===== src/divSqrtPkg.sv =====
// Shared widths, vector types and enums for the divide / square-root unit
// Every design file takes what it needs by a wildcard import

package divSqrtPkg;

  ///////////////////////////////
  // Widths
  ///////////////////////////////

  // Operand, quotient and division remainder width
  localparam int dataWidth = 16;
  // Square root is half the operand width
  localparam int rootWidth = 8;

  ///////////////////////////////
  // Vector types
  ///////////////////////////////

  // Operands, quotients and division remainders
  typedef logic [dataWidth-1:0] operandT;
  // Integer square root
  typedef logic [rootWidth-1:0] rootT;
  // Partial remainder, one bit wider than an operand
  typedef logic [dataWidth:0]   remT;
  // Iteration counter, holds up to divSteps
  typedef logic [4:0]           stepT;

  // Iterations per operation, one quotient bit or one root bit each
  localparam stepT divSteps  = 5'd16;
  localparam stepT sqrtSteps = 5'd8;

  ///////////////////////////////
  // Enums
  ///////////////////////////////

  // Operation chosen per request
  typedef enum logic {
    opDiv,
    opSqrt
  } opT;

  // Control FSM states
  typedef enum logic [1:0] {
    stIdle,
    stBusy,
    stDone
  } fsmStateT;

endpackage


===== src/iterCtrlIf.sv =====
// Control and status between the FSM and the iteration datapath
// The FSM side drives load, stepEn and stepsLeft, the datapath returns residualZero

`timescale 1ns/100ps

interface iterCtrlIf import divSqrtPkg::*; ();

  // Accepted start, one cycle
  logic load;
  // High for every busy cycle
  logic stepEn;
  // Steps still to run, counting the current one
  stepT stepsLeft;
  // Nothing left to subtract, early exit allowed
  logic residualZero;

  modport fsm (
    output load,
    output stepEn,
    output stepsLeft,
    input  residualZero
  );

  modport iter (
    input  load,
    input  stepEn,
    input  stepsLeft,
    output residualZero
  );

endinterface


===== src/divSqrtFsm.sv =====
// Idle / busy / done control for the multi-cycle divide and square root
// Gates start, counts iterations and handles early exit, stall and flush

`timescale 1ns/100ps

module divSqrtFsm import divSqrtPkg::*; (
  input  logic   clk,
  input  logic   reset,
  input  logic   start,
  input  logic   hold,
  input  logic   flush,
  input  opT     op,
  input  logic   isSpecial,
  iterCtrlIf.fsm ctrl,
  output logic   busy,
  output logic   done,
  output logic   special
);

  fsmStateT state;
  stepT     stepCount;
  logic     startAcc;
  logic     lastStep;

  ///////////////////////////////
  // Start gating and status
  ///////////////////////////////

  // Requests only taken when idle and not stalled, others are dropped
  assign startAcc = start & (state == stIdle) & ~hold;

  // Busy covers the accept cycle too
  assign busy = (state == stBusy) | startAcc;
  assign done = (state == stDone);

  // Final step, or nothing left to do
  assign lastStep = (stepCount == stepT'(1)) | ctrl.residualZero;

  // Datapath control
  assign ctrl.load      = startAcc;
  assign ctrl.stepEn    = (state == stBusy);
  assign ctrl.stepsLeft = stepCount;

  ///////////////////////////////
  // State register
  ///////////////////////////////

  always_ff @(posedge clk) begin
    if (reset) begin
      state     <= stIdle;
      stepCount <= '0;
    end else if (flush) begin
      // Abandon any request
      state <= stIdle;
    end else begin
      case (state)
        stIdle: begin
          if (startAcc) begin
            stepCount <= (op == opDiv) ? divSteps : sqrtSteps;
            // Special operands skip the iterations
            state     <= isSpecial ? stDone : stBusy;
          end
        end
        stBusy: begin
          stepCount <= stepCount - stepT'(1);
          if (lastStep) begin
            state <= stDone;
          end
        end
        stDone: begin
          // Stall keeps results visible
          if (!hold) begin
            state <= stIdle;
          end
        end
        default: state <= stIdle;
      endcase
    end
  end

  // Special flag captured with the request
  always_ff @(posedge clk) begin
    if (reset) begin
      special <= 1'b0;
    end else if (startAcc) begin
      special <= isSpecial;
    end
  end

endmodule


===== src/divSqrtIter.sv =====
// Shared radix-2 iteration datapath
// Restoring division takes one dividend bit per step, square root takes two
// operand bits per step; both use the same compare-subtract

`timescale 1ns/100ps

module divSqrtIter import divSqrtPkg::*; (
  input  logic    clk,
  input  logic    reset,
  input  opT      op,
  input  operandT operandA,
  input  operandT operandB,
  input  logic    isSpecial,
  input  operandT specialQuot,
  input  operandT specialRem,
  iterCtrlIf.iter ctrl,
  output operandT result,
  output operandT remainder
);

  // Request held for the whole iteration
  opT      opReg;
  operandT divisor;
  // Unconsumed operand bits with the MSB first
  operandT shiftA;
  operandT nextA;

  // Quotient or root shifted in from the LSB
  operandT quot;
  rootT    root;

  // Partial remainder and trial subtraction
  remT     rem;
  remT     shiftRem;
  remT     trialSub;
  logic [dataWidth+1:0] diff;
  logic    borrow;

  // Root never grows past rootWidth bits
  assign root = quot[rootWidth-1:0];

  ///////////////////////////////
  // Compare-subtract
  ///////////////////////////////

  always_comb begin
    if (opReg == opDiv) begin
      // Bring down one dividend bit and subtract the divisor
      shiftRem = {rem[dataWidth-1:0], shiftA[dataWidth-1]};
      trialSub = {1'b0, divisor};
      nextA    = shiftA << 1;
    end else begin
      // Bring down two bits and subtract 4*root + 1
      shiftRem = {rem[dataWidth-2:0], shiftA[dataWidth-1 -: 2]};
      trialSub = remT'({root, 2'b01});
      nextA    = shiftA << 2;
    end
  end

  // Extra top bit catches the borrow
  assign diff   = {1'b0, shiftRem} - {1'b0, trialSub};
  assign borrow = diff[dataWidth+1];

  // Zero remainder with zero bits left means every later digit is 0
  assign ctrl.residualZero = (rem == '0) & (shiftA == '0);

  ///////////////////////////////
  // Result registers
  ///////////////////////////////

  always_ff @(posedge clk) begin
    if (reset) begin
      quot <= '0;
      rem  <= '0;
    end else if (ctrl.load) begin
      if (isSpecial) begin
        quot <= specialQuot;
        rem  <= {1'b0, specialRem};
      end else begin
        quot <= '0;
        rem  <= '0;
      end
    end else if (ctrl.stepEn) begin
      if (ctrl.residualZero) begin
        // Early exit appends the remaining zero digits at once
        quot <= quot << ctrl.stepsLeft;
      end else begin
        quot <= {quot[dataWidth-2:0], ~borrow};
        // A borrow restores the shifted remainder
        rem  <= borrow ? shiftRem : diff[dataWidth:0];
      end
    end
  end

  ///////////////////////////////
  // Operand registers
  ///////////////////////////////

  always_ff @(posedge clk) begin
    if (ctrl.load) begin
      opReg   <= op;
      divisor <= operandB;
      shiftA  <= operandA;
    end else if (ctrl.stepEn) begin
      shiftA <= nextA;
    end
  end

  // Root already sits zero-extended in the low bits
  assign result    = quot;
  // Both remainders fit in dataWidth bits
  assign remainder = rem[dataWidth-1:0];

endmodule


===== src/divSqrtSpecial.sv =====
// Special-operand detection for the divide / square-root unit
// Combinational; results are loaded in place of the operands so no iteration runs

`timescale 1ns/100ps

module divSqrtSpecial import divSqrtPkg::*; (
  input  opT      op,
  input  operandT operandA,
  input  operandT operandB,
  output logic    isSpecial,
  output operandT specialQuot,
  output operandT specialRem
);

  logic divByZero;
  logic zeroDividend;
  logic sqrtTrivial;

  ///////////////////////////////
  // Detection
  ///////////////////////////////

  // Zero divisor wins over a zero dividend
  assign divByZero    = (op == opDiv) & (operandB == '0);
  assign zeroDividend = (op == opDiv) & (operandA == '0);

  // Root of 0 or 1 is the operand itself
  assign sqrtTrivial  = (op == opSqrt) & (operandA[dataWidth-1:1] == '0);

  assign isSpecial = divByZero | zeroDividend | sqrtTrivial;

  ///////////////////////////////
  // Immediate results
  ///////////////////////////////

  always_comb begin
    if (divByZero) begin
      // All-ones quotient, dividend passes to remainder
      specialQuot = '1;
      specialRem  = operandA;
    end else if (sqrtTrivial) begin
      specialQuot = operandA;
      specialRem  = '0;
    end else begin
      // Zero dividend, also the unused default
      specialQuot = '0;
      specialRem  = '0;
    end
  end

endmodule


===== src/divSqrtUnit.sv =====
// Top level of the multi-cycle unsigned divide / integer square-root unit
// start is a one-cycle strobe; busy, done and the results are levels

`timescale 1ns/100ps

module divSqrtUnit import divSqrtPkg::*; (
  input  logic    clk,
  input  logic    reset,
  input  logic    start,
  input  opT      op,
  input  operandT operandA,
  input  operandT operandB,
  input  logic    hold,
  input  logic    flush,
  output logic    busy,
  output logic    done,
  output logic    special,
  output operandT result,
  output operandT remainder
);

  // Special-case wires
  logic    isSpecial;
  operandT specialQuot;
  operandT specialRem;

  // FSM to datapath control
  iterCtrlIf ctrlBus ();

  ///////////////////////////////
  // Blocks
  ///////////////////////////////

  divSqrtFsm fsm (
    .clk       (clk),
    .reset     (reset),
    .start     (start),
    .hold      (hold),
    .flush     (flush),
    .op        (op),
    .isSpecial (isSpecial),
    .ctrl      (ctrlBus.fsm),
    .busy      (busy),
    .done      (done),
    .special   (special)
  );

  divSqrtSpecial specialCase (
    .op          (op),
    .operandA    (operandA),
    .operandB    (operandB),
    .isSpecial   (isSpecial),
    .specialQuot (specialQuot),
    .specialRem  (specialRem)
  );

  divSqrtIter iter (
    .clk         (clk),
    .reset       (reset),
    .op          (op),
    .operandA    (operandA),
    .operandB    (operandB),
    .isSpecial   (isSpecial),
    .specialQuot (specialQuot),
    .specialRem  (specialRem),
    .ctrl        (ctrlBus.iter),
    .result      (result),
    .remainder   (remainder)
  );

endmodule


===== config.mk =====
export PLATFORM = sky130hd
export DESIGN_NAME = divSqrtUnit
export DESIGN_NICKNAME = d
export VERILOG_FILES = /design/src/divSqrtPkg.sv /design/src/iterCtrlIf.sv /design/src/divSqrtFsm.sv /design/src/divSqrtIter.sv /design/src/divSqrtSpecial.sv /design/src/divSqrtUnit.sv
export SDC_FILE = /design/constraint.sdc
export NUM_CORES = 1
export LEC_CHECK = 0
export BUFFER_PORTS_ARGS = -buffer_cell sky130_fd_sc_hd__buf_4
export CAP_MARGIN = 30
export CELL_PAD_IN_SITES_DETAIL_PLACEMENT = 1
export CELL_PAD_IN_SITES_GLOBAL_PLACEMENT = 2
export CORE_UTILIZATION = 35
export DETAILED_ROUTE_END_ITERATION = 16
export PLACE_DENSITY_LB_ADDON = 0.1
export SLEW_MARGIN = 30
export SYNTH_ARGS = -nofsm -noshare
export SYNTH_HDL_FRONTEND = slang
export SYNTH_SLANG_ARGS = --single-unit

===== constraint.sdc =====
create_clock -name clk -period 4.4 [get_ports clk]
set_input_delay 0.22 -clock clk [delete_from_list [all_inputs] [get_ports clk]]
set_output_delay 0.22 -clock clk [all_outputs]
set_load 0.05 [all_outputs]

==> impl_metrics.yaml, run 1 <==
critical_path:
  worst_ep_required_time_ps: 4660
  critPathCaptureType: "flip-flop"
  reg2regPathDepth: 10
  critPathKind: "reg2reg"
  timing.rr.start: "iter.opReg$_DFFE_PP_"
  cp.arrival_ps: 4110
  crit_path_start: "iter.opReg$_DFFE_PP_"
  r2r_setup_slack_ps: 560
  crit_path_start_kind: "flip-flop"
  cp_max_fo: 21
  r2r_end: "iter.rem[0]$_SDFFE_PP0P_"
route:
  wl_um: 18080
  viasPerCell: 5.741
  vias: 4989
  drc: 0
  ant_nets: 0
  initialDrtViolationCount: 279
  wl_per_cell_um: 20.81
  dr.pass1.iters: 5
yosys:
  yosys_warnings: 0
  synthSimpleGateAreaFrac_pct: 18.72
  synth_adder_area_share_pct: 4.518
  synth_top_family_by_area: "compound AO/OA/AOI/OAI gates"
  synth.ff_latch_count: 74
  yosys.area_share.xor_xnor_pct: 1.452
  synth_compound_area_share_pct: 21.48
  synth_ff_type: "dfxtp_1"
  async_flop_share_pct: 0
  ys_types: 54
  syn_inst: 640
  synth_edf_count: 33
  synth_fp_nets: 697
  yosysSeqAreaShare_pct: 33.38
  avgSynthCellArea_um2: 8.481
  synthMuxAreaShare_pct: 13.95
  syn_area_um2: 5428
min_path:
  holdPathStages: 1
  worstHoldPathType: "in2reg"
  timing.hold.worst_endpoint: "iter.divisor[5]$_DFFE_PP_"
  hp-start: "operandB[5]"
pwr:
  switching_share_pct: 33.00
  ir_drop_mv: 0.1897
  p_seq_share_pct: 38.7
  p_comb_share_pct: 25.4
  internal-power_w: 0.001384
  p_leak_nw: 2.376
  netSwitchingPower_w: 0.0006816
  p_total_w: 0.002065
  powerDensity_nw_per_um2: 328.6
  clkPwrFrac_pct: 35.9
global_routing:
  grt_overflow: 0
  grt_start_max_net_pins: 53
  grt_first_pass_wirelength_um: 29220
  grt_usage_pct: 23.64
  grt_pass1_vias: 5095
  grt_antenna_before_repair: 0
floorplan:
  start_util_pct: 35.84
  io_pins: 73
  core_area_um2: 15150
  row_count: 45
  die_h_um: 126.5
  die-area_um2: 16010
  die_w_um: 126.5
sta:
  fmax_mhz: 260.3
  tightestPinTransition_ps: 960.2
  min_period_ps: 3842
  setup_viol_count_final: 0
  finalHoldViolations: 0
  min_period_over_period_pct: 87.33
  rsz0062_at_grt: "no"
  setup_slack_ps: 557.6
  slew_viol_final: 0
  skew_ps: 8.072
  tns_ps: 0
  maxSlewHeadroom_pct: 35.99
cts:
  postCtsHoldBufs: 0
  root_buffer: "clkbuf_16"
  post_cts_buffers: 0
  clock-sinks: 74
  cts_tree: "built"
  clk-insertion-delay-late_ps: 340
  path_clk_slew_ps: 60
  clockBufferDepth: 2
  cts_resized: 0
  htreeDepth: 3
  cts_buffers: 9
placed_design:
  io_buffers: 72
  dpl_worst_slack_ps: 559.2
  gp_congestion: 0.8902
  dp_hpwl_um: 13590
flow_run:
  cap_violations: 0
finish:
  nets: 733
  syn_to_final_growth_pct: 15.81
  fin_util_pct: 41.50
  antenna_cells: 0
  drive_gt1_share_pct: 19.24
outcome:
  status: "complete, no violations"
==> worst max-delay path: stages (launching register included) <==
cell,delay [ps]
edfxtp_1,980
mux2i_1,410
inv_1,110
ha_1,290
nor2b_1,150
o31ai_1,280
o21ai_1,160
o21ai_1,280
and2_1,560
mux2_2,400
o22ai_1,130
==> per-stage QoR <==
stage,instance area [um^2],std cells,hold WS [ps]
after floorplan,5428,640,296.7
after global placement,6000,853,407.6
after detailed placement,6000,853,410.5
after CTS,6286,869,49.69
after global routing,6286,869,56.98
final,6286,869,60.47
==> power groups by stage <==
stage          logic, W  clock network (W)  registers [W]
5_1_grt        0.000579           0.000779       0.000804
6_report       0.000524           0.000742       0.000799
3_3_place_gp   0.000513                  0       0.000814
4_1_cts        0.000522           0.000761       0.000800
2_1_floorplan  0.000370                  0       0.000804
3_5_place_dp   0.000521                  0       0.000814
==> area by class of cell <==
cell class                      count  area [um^2]
Clock buffer                       10        229.0
Clock inverter                      6        57.56
Fill cell                        1806         8860
Inverter                           16        60.06
Multi-Input combinational cell    492         3269
Sequential cell                    74         1812
Tap cell                          188        235.2
Timing Repair Buffer               83        623.1
==> cell families after synthesis <==
| kind of cell | Yosys count |
|---|---|
| buffers and inverters | 74 |
| muxes | 63 |
| DFF | 74 |
| AOI/OAI and AO/OA | 190 |
| adders and majority gates | 19 |
| and+or+nand+nor | 211 |
| xor gates and xnor gates | 9 |
==> routing by layer <==
| metal | GRT usage, % | share of wire, % | wire [um] |
|---|---|---|---|
| met1 | 36.01 | 52 | 9439 |
| met2 | 34.68 | 43 | 7725 |
| met3 | 2.362 | 3.3 | 597 |
| met4 | 7.512 | 1.8 | 321 |
| met5 | 0 | 0 | 0 |
==> worst max-delay path by stage <==
stage / endpoint / depth (start not counted)
after global routing: iter.rem[10]$_SDFFE_PP0P_ / 10
final: iter.rem[0]$_SDFFE_PP0P_ / 10
after global placement: iter.rem[0]$_SDFFE_PP0P_ / 10
after detailed placement: iter.rem[0]$_SDFFE_PP0P_ / 10
after floorplan: iter.rem[3]$_SDFFE_PP0P_ / 12
after CTS: iter.rem[0]$_SDFFE_PP0P_ / 10
==> cells in the final DEF, fill, tap and decap left out, drive strengths merged, types with 16 or more instances in the layout <==
cell     n
a211oi  16
a21oi   51
buf     83
dfxtp   41
edfxtp  33
ha      18
mux2    18
mux2i   37
nand2   60
nand3   19
nor2    53
nor4    17
o21ai   57
==> sequential cells by signal (all words and copies together) (netlist names) <==
signal / count
fsm.ctrl.stepsLeft: 5
fsm.special: 1
fsm.state: 2
iter.divisor: 16
iter.opReg: 1
iter.rem: 17
iter.result: 16
iter.shiftA: 16
==> synth_stat cells (3+ instances only) <==
cell	n	area share, %
or2_2	4	0.46
a2111oi_0	3	0.48
buf_4	16	2.2
nor4_1	16	1.8
o21ai_0	54	5.0
nand2_1	60	4.1
nor3_1	14	1.3
xnor2_1	4	0.65
o21bai_1	3	0.41
ha_1	18	4.1
a221oi_1	13	2.1
dfxtp_1	41	15
a21oi_1	51	4.7
nand4_1	6	0.69
nand2b_1	10	1.2
a211oi_1	16	2.2
a22oi_1	5	0.69
o22ai_1	9	1.0
nor2b_1	10	1.2
o21a_1	8	1.1
o31ai_1	6	0.83
xor2_1	5	0.81
a21o_1	4	0.55
or3_1	5	0.58
mux2_2	17	3.5
buf_2	11	1.0
buf_1	6	0.41
nor2_1	52	3.6
clkbuf_1	24	1.7
nand3_1	19	1.8
a31oi_1	7	0.81
inv_1	13	0.90
o21ai_1	3	0.28
edfxtp_1	33	18
mux2i_1	37	6.8
mux4_2	8	3.3
and2_1	7	0.81
(Power assumes the default switching activity.)
==> run 2: changes to the inputs <==
- clock period: 4.4 -> 3.9 ns (I/O delays scaled with it)
==> run 2 against run 1 <==
Net effect:
- non-clock buffer count grew 2
- largest cell class unchanged
- global-route usage shrank 0.48 points
- clock skew shrank 1.9 ps
==> impl_metrics.yaml, run 2 (synthesis gave the netlist of run 1 again) <==
outcome:
  status: "complete, no violations"
pwr:
  p_seq_share_pct: 38.3
  clkPwrFrac_pct: 36.4
  internal-power_w: 0.001569
  netSwitchingPower_w: 0.0007773
  p_total_w: 0.002346
  p_comb_share_pct: 25.3
  ir_drop_mv: 0.1970
  p_leak_nw: 2.390
  powerDensity_nw_per_um2: 371.0
  switching_share_pct: 33.13
finish:
  syn_to_final_growth_pct: 16.48
  largest_register_ffs: 17
  fillers: 1811
  antenna_cells: 0
  largest_register: "iter.rem"
  fin_util_pct: 41.74
  nets: 735
  layout_common_cells: "buf_4 (84), nand2_1 (60), o21ai_0 (54)"
  drive_gt1_share_pct: 19.91
  final_common_cell: "buf_4"
cts:
  path_clk_slew_ps: 60
  htreeDepth: 3
  cts_resized: 0
  postCtsHoldBufs: 0
  cts_buffers: 9
  cts_tree: "built"
  clockBufferDepth: 2
  clk-insertion-delay-late_ps: 350
  post_cts_buffers: 0
  clock-sinks: 74
  root_buffer: "clkbuf_16"
route:
  dr.pass1.iters: 5
  wl_per_cell_um: 20.52
  initialDrtViolationCount: 243
  top_layer: "met4"
  ant_nets: 0
  vias: 4986
  wl_met3_um: 553
  viasPerCell: 5.724
  met2_length_um: 7700
  drc: 0
  wl_um: 17880
  wl_met1_um: 9446
floorplan:
  row_count: 45
  die_w_um: 126.5
  die_h_um: 126.5
  die-area_um2: 16010
  core_area_um2: 15150
  start_util_pct: 35.84
  io_pins: 73
critical_path:
  r2r_end: "iter.rem[0]$_SDFFE_PP0P_"
  reg2regPathDepth: 11
  cp_max_fo: 48
  timing.rr.start: "iter.opReg$_DFFE_PP_"
  critPathCaptureType: "flip-flop"
  worst_ep_required_time_ps: 4170
  critPathKind: "reg2reg"
  crit_path_start_kind: "flip-flop"
  r2r_setup_slack_ps: 440
  cp.arrival_ps: 3730
min_path:
  holdPathStages: 1
  worstHoldPathType: "in2reg"
  hp-start: "operandB[13]"
  timing.hold.worst_endpoint: "iter.divisor[13]$_DFFE_PP_"
placed_design:
  gp_congestion: 0.8700
  dp_hpwl_um: 13490
  io_buffers: 72
global_routing:
  grt_start_max_net_pins: 52
  grt_antenna_before_repair: 0
  grt_pass1_vias: 4986
  grt_overflow: 0
  grt_usage_pct: 23.17
  grt_first_pass_wirelength_um: 28640
sta:
  maxSlewHeadroom_pct: 52.02
  min_period_ps: 3458
  tns_ps: 0
  finalHoldViolations: 0
  tightestPinTransition_ps: 718.7
  skew_ps: 6.146
  fmax_mhz: 289.2
  rsz0062_at_grt: "no"
  setup_viol_count_final: 0
  min_period_over_period_pct: 88.67
  slew_viol_final: 0
flow_run:
  cap_violations: 0
run 2: changes by cell type in the layout (fill, tap and decap cells not counted):
cell	change
clkinv_1	-2
clkinvlp_4	+2
buf_12	+1
buf_4	+1
clkbuf_1	-1
clkinv_2	+1
run 2: layout make-up:
cell class	count	area [um^2]	share of cell area, %
inverters	16	60.06	0.9499
flip-flops and latches	74	1812	28.66
clock inverters	7	70.07	1.108
clock buffers	9	225.2	3.562
repair buffers	85	650.6	10.29
multi-input cells	492	3269	51.71
well taps	188	235.2	3.721
run 2: worst max path at each step:
| stage | endpoint | from | slack [ps] | cells after the start |
|---|---|---|---|---|
| global placement | iter.rem[0]$_SDFFE_PP0P_ | iter.opReg$_DFFE_PP_ | 610 | 11 |
| floorplan | iter.rem[3]$_SDFFE_PP0P_ | iter.opReg$_DFFE_PP_ | 710 | 12 |
| finish | iter.rem[0]$_SDFFE_PP0P_ | iter.opReg$_DFFE_PP_ | 440 | 11 |
| detailed placement | iter.rem[0]$_SDFFE_PP0P_ | iter.opReg$_DFFE_PP_ | 490 | 11 |
| CTS | iter.rem[0]$_SDFFE_PP0P_ | iter.opReg$_DFFE_PP_ | 440 | 11 |
| global route | iter.rem[0]$_SDFFE_PP0P_ | iter.opReg$_DFFE_PP_ | 130 | 11 |
run 2: power by group through the flow:
stage | sequential [W] | combinational [W] | clock (W)
floorplan | 0.000907 | 0.000418 | 0
global placement | 0.000916 | 0.000585 | 0
detailed placement | 0.000917 | 0.000591 | 0
CTS | 0.000900 | 0.000594 | 0.000877
global route | 0.000905 | 0.000651 | 0.000905
finish | 0.000899 | 0.000594 | 0.000853
run 2: metal layers:
metal	track usage, %	up-vias
met3	2.741	13
met4	6.024	0
met1	35.26	2427
li1	-	2445
met5	0	-
met2	34.35	101
run 2: metrics by stage:
| stage | worst slack (ps) | instance area [um^2] | hold slack (ps) | std cells |
|---|---|---|---|---|
| after floorplan | 710.5 | 5428 | 271.7 | 640 |
| after global placement | 612.5 | 6027 | 382.8 | 855 |
| after detailed placement | 486.0 | 6027 | 386.3 | 855 |
| after CTS | 435.4 | 6322 | 21.92 | 871 |
| after global routing | 128.4 | 6322 | 27.34 | 871 |
| final | 441.8 | 6322 | 34.63 | 871 |
run 2: worst max-delay path, cell delays in order (launching register included):
cell	delay, ps
edfxtp_1	380
buf_12	280
mux2i_1	340
inv_1	110
ha_1	290
nor2b_1	150
o31ai_1	270
o21ai_1	170
o21ai_1	320
and2_1	520
mux2_2	400
o22ai_1	120
==> run 3: changes to the inputs <==
- CELL_PAD_IN_SITES_DETAIL_PLACEMENT: 1 -> default
- CELL_PAD_IN_SITES_GLOBAL_PLACEMENT: 2 -> default
- CORE_UTILIZATION: 35 -> 55
- CTS_CLUSTER_DIAMETER: default -> 60
- PLACE_DENSITY: default -> 0.86
- PLACE_DENSITY_LB_ADDON: 0.1 -> default
==> run 3 against run 2 <==
Net effect:
- count of clock-buffer cells in the layout increased by 3
- largest cell class unchanged
- via count grew 5.0%
- core utilization rose by 23 points
==> impl_metrics.yaml, run 3 (synthesis gave the netlist of run 1 again) <==
outcome:
  status: "complete, no violations"
critical_path:
  crit_path_start_kind: "flip-flop"
  cp.arrival_ps: 3770
  slowest_delay_ps: 650
  worst_ep_required_time_ps: 4180
  worstPathCellList: "buf_4, mux2_2, ha_1, nand3_1, nor4_2, o21ai_1, and2_1, or4_1, a31oi_1"
  cp_max_fo: 15
  critPathKind: "reg2reg"
  cp_slowest_cell: "edfxtp_1"
  critPathCaptureType: "flip-flop"
sta:
  maxSlewHeadroom_pct: 43.14
  rsz0062_at_grt: "no"
  tightestPinTransition_ps: 852.9
  fmax_mhz: 287.1
  finalHoldViolations: 0
  min_period_ps: 3483
  setup_viol_count_final: 0
  slew_viol_final: 0
  skew_ps: 11.29
  tns_ps: 0
  min_period_over_period_pct: 89.31
global_routing:
  grt_first_pass_wirelength_um: 24340
  grt_start_max_net_pins: 52
  grt_antenna_before_repair: 0
  grt_usage_pct: 30.56
  grt_pass1_vias: 4781
  grt_overflow: 0
route:
  viasPerCell: 6.472
  drc: 0
  initialDrtViolationCount: 567
  wl_per_cell_um: 18.82
  dr.pass1.iters: 6
  vias: 5236
  wl_um: 15220
  ant_nets: 0
floorplan:
  die_w_um: 101.3
  row_count: 35
  die_h_um: 101.3
  start_util_pct: 57.65
  core_area_um2: 9415
  io_pins: 73
  die-area_um2: 10270
placed_design:
  io_buffers: 72
  gp_congestion: 0.9546
  dp_hpwl_um: 11230
flow_run:
  cap_violations: 0
cts:
  cts_resized: 0
  post_cts_buffers: 0
  path_clk_slew_ps: 80
  clock-sinks: 74
  clockBufferDepth: 2
  cts_tree: "built"
  clk-insertion-delay-late_ps: 370
  cts_buffers: 9
  htreeDepth: 3
  postCtsHoldBufs: 0
  root_buffer: "clkbuf_8"
finish:
  nets: 732
  multi_input_area_um2: 3269
  layout_common_cells: "buf_4 (82), nand2_1 (60), o21ai_0 (54)"
  largest_register: "iter.rem"
  fin_util_pct: 64.69
  drive_gt1_share_pct: 19.26
  largest_register_ffs: 17
  final_common_cell: "buf_4"
  antenna_cells: 0
  syn_to_final_growth_pct: 12.22
  fillers: 790
  regArea_um2: 1812
pwr:
  netSwitchingPower_w: 0.0007103
  p_leak_nw: 2.328
  clkPwrFrac_pct: 27.1
  p_seq_share_pct: 44.2
  ir_drop_mv: 0.2283
  switching_share_pct: 34.94
  powerDensity_nw_per_um2: 333.8
  internal-power_w: 0.001323
  p_comb_share_pct: 28.7
min_path:
  worstHoldPathType: "in2reg"
[run 3: changes by cell type in the layout (fill, tap and decap cells not counted), sizes merged]
cell	previous run	this run
clkinvlp	4	0
inv	14	15
clkinv	4	5
buf	85	82
bufinv	1	0
clkbuf	9	12
[run 3: worst max-delay path: cells and delay by family (launching register included)]
| kind | cells | cell delay (ps) |
|---|---|---|
| compound gates | 2 | 330 |
| fa+ha+maj | 1 | 390 |
| buf+inv | 1 | 270 |
| flops | 1 | 650 |
| mux | 1 | 360 |
| simple gates | 4 | 1400 |
[run 3: metrics by stage]
stage / cells / power, W / setup slack, ps / hold WS (ps) / area [um^2]
after floorplan: 640 / 0.001325 / 710.5 / 271.7 / 5428
after global placement: 793 / 0.001462 / 662.9 / 382.2 / 5918
after detailed placement: 793 / 0.001479 / 548.8 / 384.2 / 5918
after CTS: 809 / 0.002013 / 487.7 / 13.91 / 6091
after global routing: 809 / 0.002119 / 236.7 / 2.775 / 6091
final: 809 / 0.002033 / 416.9 / 14.06 / 6091
[run 3: worst paths after layout]
check                           start                        end  slack (ps)  cells past startpoint
max              iter.opReg$_DFFE_PP_   iter.rem[3]$_SDFFE_PP0P_         420                      9
min                       operandB[6]  iter.divisor[6]$_DFFE_PP_          10                      1
max reg2reg      iter.opReg$_DFFE_PP_   iter.rem[3]$_SDFFE_PP0P_         420                      9
min reg2reg  fsm.special$_SDFFE_PP0P_   fsm.special$_SDFFE_PP0P_         500                      2
[run 3: power by group through the flow]
stage                     clock [W]  sequential, W  combinational [W]
after global placement            0       0.000913           0.000549
after global routing       0.000590       0.000903           0.000626
after floorplan                   0       0.000907           0.000418
after detailed placement          0       0.000914           0.000565
after CTS                  0.000548       0.000897           0.000568
final                      0.000550       0.000899           0.000584
[run 3: layout make-up]
type,count,area share (%)
clock buffer,12,2.383
clock inverter,4,0.4519
inverter,16,0.9860
multi-input combinational,492,53.68
sequential,74,29.75
tap,129,2.650
timing repair buffer,82,10.11
[run 3: per-layer routing]
metal	track usage, %	part of all wire, %	up-vias
li1	-	-	2444
met1	43.06	43	2452
met2	47.67	45	310
met3	6.142	9.7	30
met4	8.696	1.6	0
met5	0	0	-
